==> src/source/cnn_cfg.svh <==
`ifndef CNN_CFG_SVH
`define CNN_CFG_SVH

// Datapath widths
`define PIX_W   8    // Unsigned pixel
`define WGT_W   8    // Signed weight
`define ACC_W   24   // Signed result
`define BIAS_W  20
`define SHIFT_W 5

// Kernel and image geometry
`define KER_N   9
`define IMG_W   8
`define COL_W   3    // Holds 0 .. IMG_W-1
`define ROW_W   16

// Instruction word
`define INST_W  32

`endif

==> src/source/cnn_pkg.sv <==
`include "cnn_cfg.svh"

package cnn_pkg;

	typedef logic [`PIX_W-1:0] pixel_t;
	typedef logic signed [`WGT_W-1:0] weight_t;
	typedef logic signed [`ACC_W-1:0] acc_t;
	typedef logic signed [`BIAS_W-1:0] bias_t;
	typedef logic [`SHIFT_W-1:0] shift_t;

	// Bits 31..30 of every instruction
	typedef enum logic [1:0] {
		op_nop         = 2'd0,
		op_load_weight = 2'd1,
		op_load_bias   = 2'd2,
		op_conv        = 2'd3
	} opcode_t;

	// Bit 16 of a conv instruction
	typedef enum logic {
		pool_none = 1'b0,
		pool_max  = 1'b1
	} pool_mode_t;

endpackage

==> src/source/inst_decoder.sv <==
`timescale 1ns/1ps
`include "cnn_cfg.svh"

module inst_decoder (
	input  logic                 clk,
	input  logic                 rst_n,
	input  logic [`INST_W-1:0]   instruct,
	input  logic                 inst_empty,
	input  logic                 pix_valid,
	input  logic                 res_last,
	output logic                 inst_req,
	output logic                 pix_ready,
	output logic                 frame_start,
	output cnn_pkg::pool_mode_t  pool_mode,
	output logic [`ROW_W-1:0]    rows,
	output logic                 wgt_we,
	output logic [3:0]           wgt_idx,
	output cnn_pkg::weight_t     wgt_value,
	output logic                 bias_we,
	output cnn_pkg::bias_t       bias_value,
	output cnn_pkg::shift_t      shift_value,
	output logic                 frame_done
);
	import cnn_pkg::*;

	typedef enum logic [2:0] {st_idle, st_fetch, st_decode, st_run, st_drain} state_t;

	state_t state;
	opcode_t op;
	logic [`ROW_W+`COL_W-1:0] pix_cnt;
	logic [`ROW_W+`COL_W-1:0] pix_total;

	assign op = opcode_t'(instruct[31:30]);
	assign pix_total = rows * `IMG_W;

	//////////////////////////////
	// Control FSM
	always_ff @(posedge clk) begin
		if (!rst_n) begin
			state <= st_idle;
			inst_req <= 1'b0;
			pix_ready <= 1'b0;
			frame_start <= 1'b0;
			frame_done <= 1'b0;
			wgt_we <= 1'b0;
			bias_we <= 1'b0;
			pool_mode <= pool_none;
			rows <= '0;
			pix_cnt <= '0;
		end else begin
			inst_req <= 1'b0;
			frame_start <= 1'b0;
			frame_done <= 1'b0;
			wgt_we <= 1'b0;
			bias_we <= 1'b0;
			case (state)
				st_idle: begin
					if (!inst_empty) begin
						inst_req <= 1'b1;
						state <= st_fetch;
					end
				end
				st_fetch: state <= st_decode;  // FIFO drives instruct next
				st_decode: begin
					state <= st_idle;
					case (op)
						op_load_weight: wgt_we <= 1'b1;
						op_load_bias: bias_we <= 1'b1;
						op_conv: begin
							frame_start <= 1'b1;
							pool_mode <= pool_mode_t'(instruct[16]);
							rows <= instruct[15:0];
							pix_cnt <= '0;
							state <= st_run;
						end
						default: ;  // op_nop
					endcase
				end
				st_run: begin
					if (frame_start)
						pix_ready <= 1'b1;  // Window counters cleared first
					if (pix_ready && pix_valid) begin
						pix_cnt <= pix_cnt + 1'b1;
						if (pix_cnt == pix_total - 1'b1) begin
							pix_ready <= 1'b0;
							state <= st_drain;
						end
					end
				end
				st_drain: begin
					if (res_last) begin
						frame_done <= 1'b1;
						state <= st_idle;
					end
				end
				default: state <= st_idle;
			endcase
		end
	end

	// Load fields
	always_ff @(posedge clk) begin
		if (state == st_decode) begin
			wgt_idx <= instruct[27:24];
			wgt_value <= instruct[7:0];
			bias_value <= instruct[19:0];
			shift_value <= instruct[24:20];
		end
	end

endmodule

==> src/source/kernel_buffer.sv <==
`timescale 1ns/1ps
`include "cnn_cfg.svh"

module kernel_buffer (
	input  logic              clk,
	input  logic              rst_n,
	input  logic              wgt_we,
	input  logic [3:0]        wgt_idx,
	input  cnn_pkg::weight_t  wgt_value,
	input  logic              bias_we,
	input  cnn_pkg::bias_t    bias_value,
	input  cnn_pkg::shift_t   shift_value,
	output cnn_pkg::weight_t  weights [`KER_N],
	output cnn_pkg::bias_t    bias,
	output cnn_pkg::shift_t   shift
);

	// Taps in row-major order, tap 0 is top-left of oldest row
	always_ff @(posedge clk) begin
		if (!rst_n) begin
			for (int k = 0; k < `KER_N; k++) begin
				weights[k] <= '0;
			end
		end else if (wgt_we && wgt_idx < `KER_N) begin
			weights[wgt_idx] <= wgt_value;  // Out of range index dropped
		end
	end

	// Shift travels with the bias
	always_ff @(posedge clk) begin
		if (!rst_n) begin
			bias <= '0;
			shift <= '0;
		end else if (bias_we) begin
			bias <= bias_value;
			shift <= shift_value;
		end
	end

endmodule

==> src/source/line_window.sv <==
`timescale 1ns/1ps
`include "cnn_cfg.svh"

module line_window (
	input  logic               clk,
	input  logic               rst_n,
	input  logic               frame_start,
	input  logic               pix_ready,
	input  logic               pix_valid,
	input  cnn_pkg::pixel_t    pix_data,
	input  logic [`ROW_W-1:0]  rows,
	output logic               win_valid,
	output logic               win_last,
	output cnn_pkg::pixel_t    window [3][3]
);
	import cnn_pkg::*;

	pixel_t line0 [`IMG_W];  // Previous row
	pixel_t line1 [`IMG_W];  // Two rows back
	logic [`COL_W-1:0] col;
	logic [`ROW_W-1:0] row;
	logic take;

	assign take = pix_valid && pix_ready;

	//////////////////////////////
	// Line memories and window

	always_ff @(posedge clk) begin
		if (take) begin
			line1[col] <= line0[col];
			line0[col] <= pix_data;
		end
	end

	// Row 0 of the window is the oldest row
	always_ff @(posedge clk) begin
		if (take) begin
			for (int r = 0; r < 3; r++) begin
				window[r][0] <= window[r][1];
				window[r][1] <= window[r][2];
			end
			window[0][2] <= line1[col];
			window[1][2] <= line0[col];
			window[2][2] <= pix_data;
		end
	end

	//////////////////////////////
	// Position tracking

	always_ff @(posedge clk) begin
		if (!rst_n) begin
			col <= '0;
			row <= '0;
			win_valid <= 1'b0;
			win_last <= 1'b0;
		end else begin
			win_valid <= 1'b0;
			win_last <= 1'b0;
			if (frame_start) begin
				col <= '0;
				row <= '0;
			end else if (take) begin
				// Valid convolution only, no padding
				win_valid <= (row >= 2) && (col >= 2);
				win_last <= (row == rows - 1'b1) && (col == `IMG_W - 1);
				if (col == `IMG_W - 1) begin
					col <= '0;
					row <= row + 1'b1;
				end else begin
					col <= col + 1'b1;
				end
			end
		end
	end

endmodule

==> src/source/conv_engine.sv <==
`timescale 1ns/1ps
`include "cnn_cfg.svh"

module conv_engine (
	input  logic              clk,
	input  logic              rst_n,
	input  logic              win_valid,
	input  logic              win_last,
	input  cnn_pkg::pixel_t   window [3][3],
	input  cnn_pkg::weight_t  weights [`KER_N],
	input  cnn_pkg::bias_t    bias,
	input  cnn_pkg::shift_t   shift,
	output logic              conv_valid,
	output logic              conv_last,
	output cnn_pkg::acc_t     conv_data
);

	localparam int PROD_W = `PIX_W + `WGT_W + 1;
	localparam int SUM_W = `ACC_W + 8;  // Headroom before truncation

	logic signed [PROD_W-1:0] prod [`KER_N];
	logic signed [SUM_W-1:0] sum;
	logic signed [SUM_W-1:0] scaled;
	logic v1;
	logic l1;

	//////////////////////////////
	// Stage 1 products
	always_ff @(posedge clk) begin
		for (int k = 0; k < `KER_N; k++) begin
			prod[k] <= $signed({1'b0, window[k / 3][k % 3]}) * weights[k];
		end
	end

	//////////////////////////////
	// Stage 2 sum, bias, shift
	always_comb begin
		sum = bias;
		for (int k = 0; k < `KER_N; k++) begin
			sum = sum + prod[k];
		end
	end

	assign scaled = sum >>> shift;

	always_ff @(posedge clk) begin
		conv_data <= scaled[`ACC_W-1:0];
	end

	always_ff @(posedge clk) begin
		if (!rst_n) begin
			v1 <= 1'b0;
			l1 <= 1'b0;
			conv_valid <= 1'b0;
			conv_last <= 1'b0;
		end else begin
			v1 <= win_valid;
			l1 <= win_last;
			conv_valid <= v1;
			conv_last <= l1;
		end
	end

endmodule

==> src/source/max_pool.sv <==
`timescale 1ns/1ps
`include "cnn_cfg.svh"

module max_pool (
	input  logic                 clk,
	input  logic                 rst_n,
	input  logic                 frame_start,
	input  cnn_pkg::pool_mode_t  pool_mode,
	input  logic                 conv_valid,
	input  logic                 conv_last,
	input  cnn_pkg::acc_t        conv_data,
	output logic                 res_valid,
	output logic                 res_last,
	output cnn_pkg::acc_t        res_data
);
	import cnn_pkg::*;

	localparam int OUT_W = `IMG_W - 2;   // Results per row
	localparam int HALF_W = OUT_W / 2;

	acc_t left;              // First of a horizontal pair
	acc_t pair_max;
	acc_t block_max;
	acc_t row_buf [HALF_W];  // Pair maxima of the even row
	logic [`COL_W-1:0] out_col;
	logic [`COL_W-2:0] pair_idx;
	logic row_odd;
	logic emit;

	assign pair_idx = out_col[`COL_W-1:1];
	assign pair_max = (conv_data > left) ? conv_data : left;
	assign block_max = (row_buf[pair_idx] > pair_max) ? row_buf[pair_idx] : pair_max;
	assign emit = conv_valid && (pool_mode == pool_none || (row_odd && out_col[0]));

	// Block parity
	always_ff @(posedge clk) begin
		if (!rst_n) begin
			out_col <= '0;
			row_odd <= 1'b0;
			res_valid <= 1'b0;
			res_last <= 1'b0;
		end else begin
			res_valid <= emit;
			res_last <= emit && conv_last;
			if (frame_start) begin
				out_col <= '0;
				row_odd <= 1'b0;
			end else if (conv_valid) begin
				if (out_col == OUT_W - 1) begin
					out_col <= '0;
					row_odd <= !row_odd;
				end else begin
					out_col <= out_col + 1'b1;
				end
			end
		end
	end

	always_ff @(posedge clk) begin
		if (conv_valid) begin
			if (!out_col[0])
				left <= conv_data;
			else if (!row_odd)
				row_buf[pair_idx] <= pair_max;
		end
		if (emit)
			res_data <= (pool_mode == pool_max) ? block_max : conv_data;
	end

endmodule

==> src/source/hwcnn_top.sv <==
`timescale 1ns/1ps
`include "cnn_cfg.svh"

module hwcnn_top (
	input  logic                clk,
	input  logic                rst_n,
	input  logic [`INST_W-1:0]  instruct,
	input  logic                inst_empty,
	output logic                inst_req,
	input  logic                pix_valid,
	input  cnn_pkg::pixel_t     pix_data,
	output logic                pix_ready,
	output logic                res_valid,
	output cnn_pkg::acc_t       res_data,
	output logic                res_last,
	output logic                frame_done
);
	import cnn_pkg::*;

	// Decoder to datapath
	logic frame_start;
	pool_mode_t pool_mode;
	logic [`ROW_W-1:0] rows;
	logic wgt_we;
	logic [3:0] wgt_idx;
	weight_t wgt_value;
	logic bias_we;
	bias_t bias_value;
	shift_t shift_value;

	weight_t weights [`KER_N];
	bias_t bias;
	shift_t shift;

	logic win_valid;
	logic win_last;
	pixel_t window [3][3];

	logic conv_valid;
	logic conv_last;
	acc_t conv_data;

	//////////////////////////////
	inst_decoder u_dec (
		.clk(clk), .rst_n(rst_n),
		.instruct(instruct), .inst_empty(inst_empty), .inst_req(inst_req),
		.pix_valid(pix_valid), .pix_ready(pix_ready), .res_last(res_last),
		.frame_start(frame_start), .pool_mode(pool_mode), .rows(rows),
		.wgt_we(wgt_we), .wgt_idx(wgt_idx), .wgt_value(wgt_value),
		.bias_we(bias_we), .bias_value(bias_value), .shift_value(shift_value),
		.frame_done(frame_done)
	);

	kernel_buffer u_kbuf (
		.clk(clk), .rst_n(rst_n),
		.wgt_we(wgt_we), .wgt_idx(wgt_idx), .wgt_value(wgt_value),
		.bias_we(bias_we), .bias_value(bias_value), .shift_value(shift_value),
		.weights(weights), .bias(bias), .shift(shift)
	);

	//////////////////////////////
	// Feature-map pipeline
	line_window u_win (
		.clk(clk), .rst_n(rst_n), .frame_start(frame_start),
		.pix_ready(pix_ready), .pix_valid(pix_valid), .pix_data(pix_data),
		.rows(rows), .win_valid(win_valid), .win_last(win_last), .window(window)
	);

	conv_engine u_conv (
		.clk(clk), .rst_n(rst_n),
		.win_valid(win_valid), .win_last(win_last), .window(window),
		.weights(weights), .bias(bias), .shift(shift),
		.conv_valid(conv_valid), .conv_last(conv_last), .conv_data(conv_data)
	);

	max_pool u_pool (
		.clk(clk), .rst_n(rst_n), .frame_start(frame_start), .pool_mode(pool_mode),
		.conv_valid(conv_valid), .conv_last(conv_last), .conv_data(conv_data),
		.res_valid(res_valid), .res_last(res_last), .res_data(res_data)
	);

endmodule

==> config.mk <==
export PLATFORM = sky130hd
export DESIGN_NAME = hwcnn_top
export DESIGN_NICKNAME = d
export VERILOG_FILES = /design/src/source/cnn_pkg.sv /design/src/source/inst_decoder.sv /design/src/source/kernel_buffer.sv /design/src/source/line_window.sv /design/src/source/conv_engine.sv /design/src/source/max_pool.sv /design/src/source/hwcnn_top.sv
export VERILOG_INCLUDE_DIRS = /design/src /design/src/source
export SDC_FILE = /design/constraint.sdc
export NUM_CORES = 2
export LEC_CHECK = 0
export BUFFER_PORTS_ARGS = -buffer_cell sky130_fd_sc_hd__buf_2
export CAP_MARGIN = 20
export CORE_MARGIN = 8
export CORE_UTILIZATION = 61
export CTS_BUF_LIST = sky130_fd_sc_hd__clkbuf_2 sky130_fd_sc_hd__clkbuf_4 sky130_fd_sc_hd__clkbuf_8
export CTS_CLUSTER_SIZE = 8
export DETAILED_ROUTE_END_ITERATION = 10
export HOLD_SLACK_MARGIN = 0.05
export PLACE_DENSITY = 0.77
export SETUP_SLACK_MARGIN = 0.5
export SLEW_MARGIN = 0
export SYNTH_ARGS = -nofsm -noshare
export SYNTH_HDL_FRONTEND = slang
export SYNTH_HIERARCHICAL = 1
export SYNTH_SLANG_ARGS = --single-unit
==> constraint.sdc <==
create_clock -name clk -period 14.94 [get_ports clk]
set_input_delay 1.494 -clock clk [delete_from_list [all_inputs] [get_ports clk]]
set_output_delay 1.494 -clock clk [all_outputs]
set_load 0.1 [all_outputs]
==> results.md <==
- Status: finished clean
- Setup TNS: 0 ns
- Cell Rows: ~110
- Yosys warns: 6
- CTS tree: yes
- Number of global-route vias before repair: 37100
- Die width: 309 um
- Worst Path Required: 15.59 ns
- Drt drc: 0
- Longest Clk Path Bufs: 3
- Synthesized Nets: roughly 6000
- Synthesized flop and latch total: 703
- Min-delay src: u_win/win_last
- Antenna Nets Post-Route: 0
- R2r setup slk: 8.26 ns
- Height of the die: 309 um
- Async set-reset flop share out of synthesis: 0
- RSZ-0062 raised after global routing: false
- Worst skew pair latency: 0.79 ns
- Clock root cell: clkbuf_8
- Critical-path maximum fanout: 6
- Most area-hungry cell type in the Yosys netlist: edfxtp_1
- Placer Congestion: roughly 0.94
- Leak: 0.0254 uW
- Post-Route WL: 126 mm
- Footprint of the multi-input gates: approximately 0.031 mm2
- Gr usage total: 0.266
- Top-count cell post-synth: inv_1
- Clock transition at path regs: 0.06 ns
- TritonCTS Buffers: 117
- Hpwl dp: 94.8 mm
- Post-synth EDFFs: 348
- Commonest cells post-synth: inv_1 (731), nand2_1 (510), fa_1 (489)
- Via total after detailed routing: 36400
- Via density: between 5 and 6
- CP Launch Type: register
- Top Ports: 73
- Fraction of layout cells with a size suffix above 1: 0.0858
- Postcts setup bufs: 0
- Worst hold path type: register to register
- Fill cells: 6448
- Reg2reg start: u_kbuf/bias[2]
- Worst r2r path cells: 20
- # hold bufs at CTS: 0
- Period minus WS final: 6.68 ns
- Synth Flop Type: dfxtp_1
- Pwr Density: 69.0 mW/mm2
- Cell area after synthesis: 0.0522 mm2
- Max Fclk: 150 MHz
- Slew @ Worst Pin: 1.05 ns
- Die area: roughly 0.095 mm2
- Largest net degree at the start of global routing: 77
- PostCTS Resize Cnt: 0
- Register area: 0.0176 mm2
- Reg2Reg Capture Point: u_conv/conv_data[6]
- Max-slew violation total from the final report: 0
- Post-synthesis sequential area ratio: 0.336
- Dominant cells by area after synthesis: edfxtp_1 (20%), fa_1 (19%), dfxtp_1 (14%), ha_1 (11%), inv_1 (5.3%)
- Clock skew: between 0.05 and 0.06 ns
- Worst Hold End: u_conv/l1
- Post-layout nets: 6054
- Post-synth cell types: between 100 and 150
- Slew Limit Headroom: 0.297
- Area growth, synth to finish: 7.44%
- Htree depth: 3
- Clock sink count: 703
- Starting DRC count in detailed routing: between 2000 and 3000
- Average wire per standard cell: around 20 um
- Syn Area/Cell: 10.5 um2
- Mapped Cells: around 5000
- Global-route wire length before repair: between 200 and 250 mm
- Maxcap violations: 0
- # setup viols final: 0
- Crit end category: register
- TritonRoute pass-1 iters: 8
- VDD IR-drop max: 0.0929 mV
- Final Non-Filler Cells: 6288
- Area share of the largest cell type after synthesis: 0.200
- CP arrival: ~7.3 ns
- Starting Density: 0.614
- Critical path class: register to register
- Placed insts: around 6100
- Port Buf Inserts: 70
- Crit share post-route: 0.447
- Antenna violations before repair: 5
- Min Hold Slack: 0.430 ns
- Core ar.: 0.0850 mm2
- Hold path depth: 1
- Congestion Overflow GR: 0
- Final hold vios: 0
## area by class of cell
cell class / count / area share
inverter: 732 / 0.0490
tap: 1144 / 0.0255
sequential: 703 / 0.313
antenna: 3 / 0.000134
multi-input combinational: 3400 / 0.559
clock inverter: 36 / 0.00437
clock buffer: 175 / 0.0383
timing repair buffer: 95 / 0.0103
## kinds of logic (layout without fill, tap and decap cells)
logic type	after synthesis	after routing	synth area share
xor+xnor	173	173	0.0290
buf+inv	868	1038	0.0648
mux	218	218	0.0485
flops	703	703	0.336
other cells	0	3	0
simple gates	1455	1455	0.140
fa+ha+maj	961	961	0.300
compound gates	593	593	0.0806
## flip-flops by register name, indices dropped and copies added (netlist names), 4 cells and up, named ones only
name	count
u_win/row	16
u_kbuf/weights	72
u_win/line1	64
u_dec/wgt_idx	4
u_pool/row_buf	72
u_win/window	72
u_dec/shift_value	4
u_kbuf/shift	5
u_conv/prod	153
u_dec/wgt_value	7
u_conv/conv_data	24
u_kbuf/bias	20
u_dec/bias_value	13
u_pool/res_data	24
u_pool/left	24
u_dec/pix_cnt	19
u_dec/rows	16
u_win/line0	64
## cells in the final DEF, fill, tap and decap left out, types with 13 or more instances in the layout
cell type | Yosys | final
o211ai_1 | 18 | 18
o221a_2 | 26 | 26
ha_1 | 472 | 472
a21boi_0 | 37 | 36
nor3_1 | 59 | 53
o21ai_0 | 108 | 108
nor2_1 | 214 | 211
nor2b_1 | 58 | 57
o221ai_1 | 13 | 13
and2_1 | 326 | 325
inv_1 | 731 | 730
nand2_1 | 510 | 510
dfxtp_1 | 355 | 352
buf_4 | 15 | 23
a221oi_1 | 13 | 13
fa_1 | 489 | 489
xnor2_1 | 125 | 125
nand4_1 | 29 | 29
o21a_1 | 24 | 24
clkbuf_4 | 0 | 41
clkinv_2 | 0 | 16
xor2_1 | 48 | 48
nand2b_1 | 71 | 71
edfxtp_1 | 348 | 348
a21o_1 | 23 | 23
mux2i_1 | 170 | 170
and3_1 | 23 | 23
a211oi_1 | 16 | 16
buf_2 | 27 | 69
a31oi_1 | 30 | 30
a21oi_1 | 126 | 126
mux4_2 | 24 | 24
or3_1 | 17 | 17
nor4_1 | 21 | 20
mux2_2 | 20 | 20
clkbuf_8 | 0 | 134
nand3_1 | 58 | 58
o2111ai_1 | 42 | 42
## where the power goes
part           internal, uW  total (uW)  switching, uW
sequential             2020        2030           9.68
clock                   941        1740            797
combinational          35.2         106           70.7
## worst max path at each step
stage / startpoint / endpoint / slack (ns) / cells after the start
6_report: u_kbuf/bias[2] / u_conv/conv_data[6] / 8.26 / 20
5_1_grt: u_kbuf/bias[2] / u_conv/conv_data[6] / 7.99 / 20
4_1_cts: u_kbuf/bias[2] / u_conv/conv_data[6] / 8.36 / 20
3_5_place_dp: u_kbuf/bias[2] / u_conv/conv_data[6] / 8.34 / 20
3_3_place_gp: u_kbuf/bias[2] / u_conv/conv_data[6] / 8.35 / 20
2_1_floorplan: u_kbuf/bias[2] / u_conv/conv_data[19] / 9.34 / 20
## per-layer routing
layer,vias to the layer above,track usage,share of wire
li1,16800,-,-
met1,18100,0.339,0.41
met2,1204,0.447,0.48
met3,306,0.0403,0.059
met4,2,0.128,0.051
met5,-,0,0.000095
## critical path: stages, from the launching register on
cell,delay [ns]
dfxtp_1,0.33
inv_1,0.07
fa_1,0.53
inv_1,0.05
fa_1,0.51
fa_1,0.55
inv_1,0.06
fa_1,0.59
inv_1,0.07
fa_1,0.53
inv_1,0.06
fa_1,0.48
nand2b_1,0.20
a21o_1,0.25
a211oi_2,0.33
o31ai_1,0.12
a211oi_1,0.54
mux2i_1,0.31
a21oi_1,0.43
a211oi_1,0.18
a311oi_1,0.38
## per-stage QoR
step	area, um2	setup slack [ns]	power [uW]	util
after floorplan	52200	9.34	2130	-
after global placement	53700	8.35	2170	0.631
after detailed placement	53700	8.34	2180	0.631
after CTS	56100	8.36	3910	0.659
after global routing	56100	7.99	4010	0.660
final	56100	8.26	3870	0.660
Note: power is estimated with default switching activity, not from simulation.
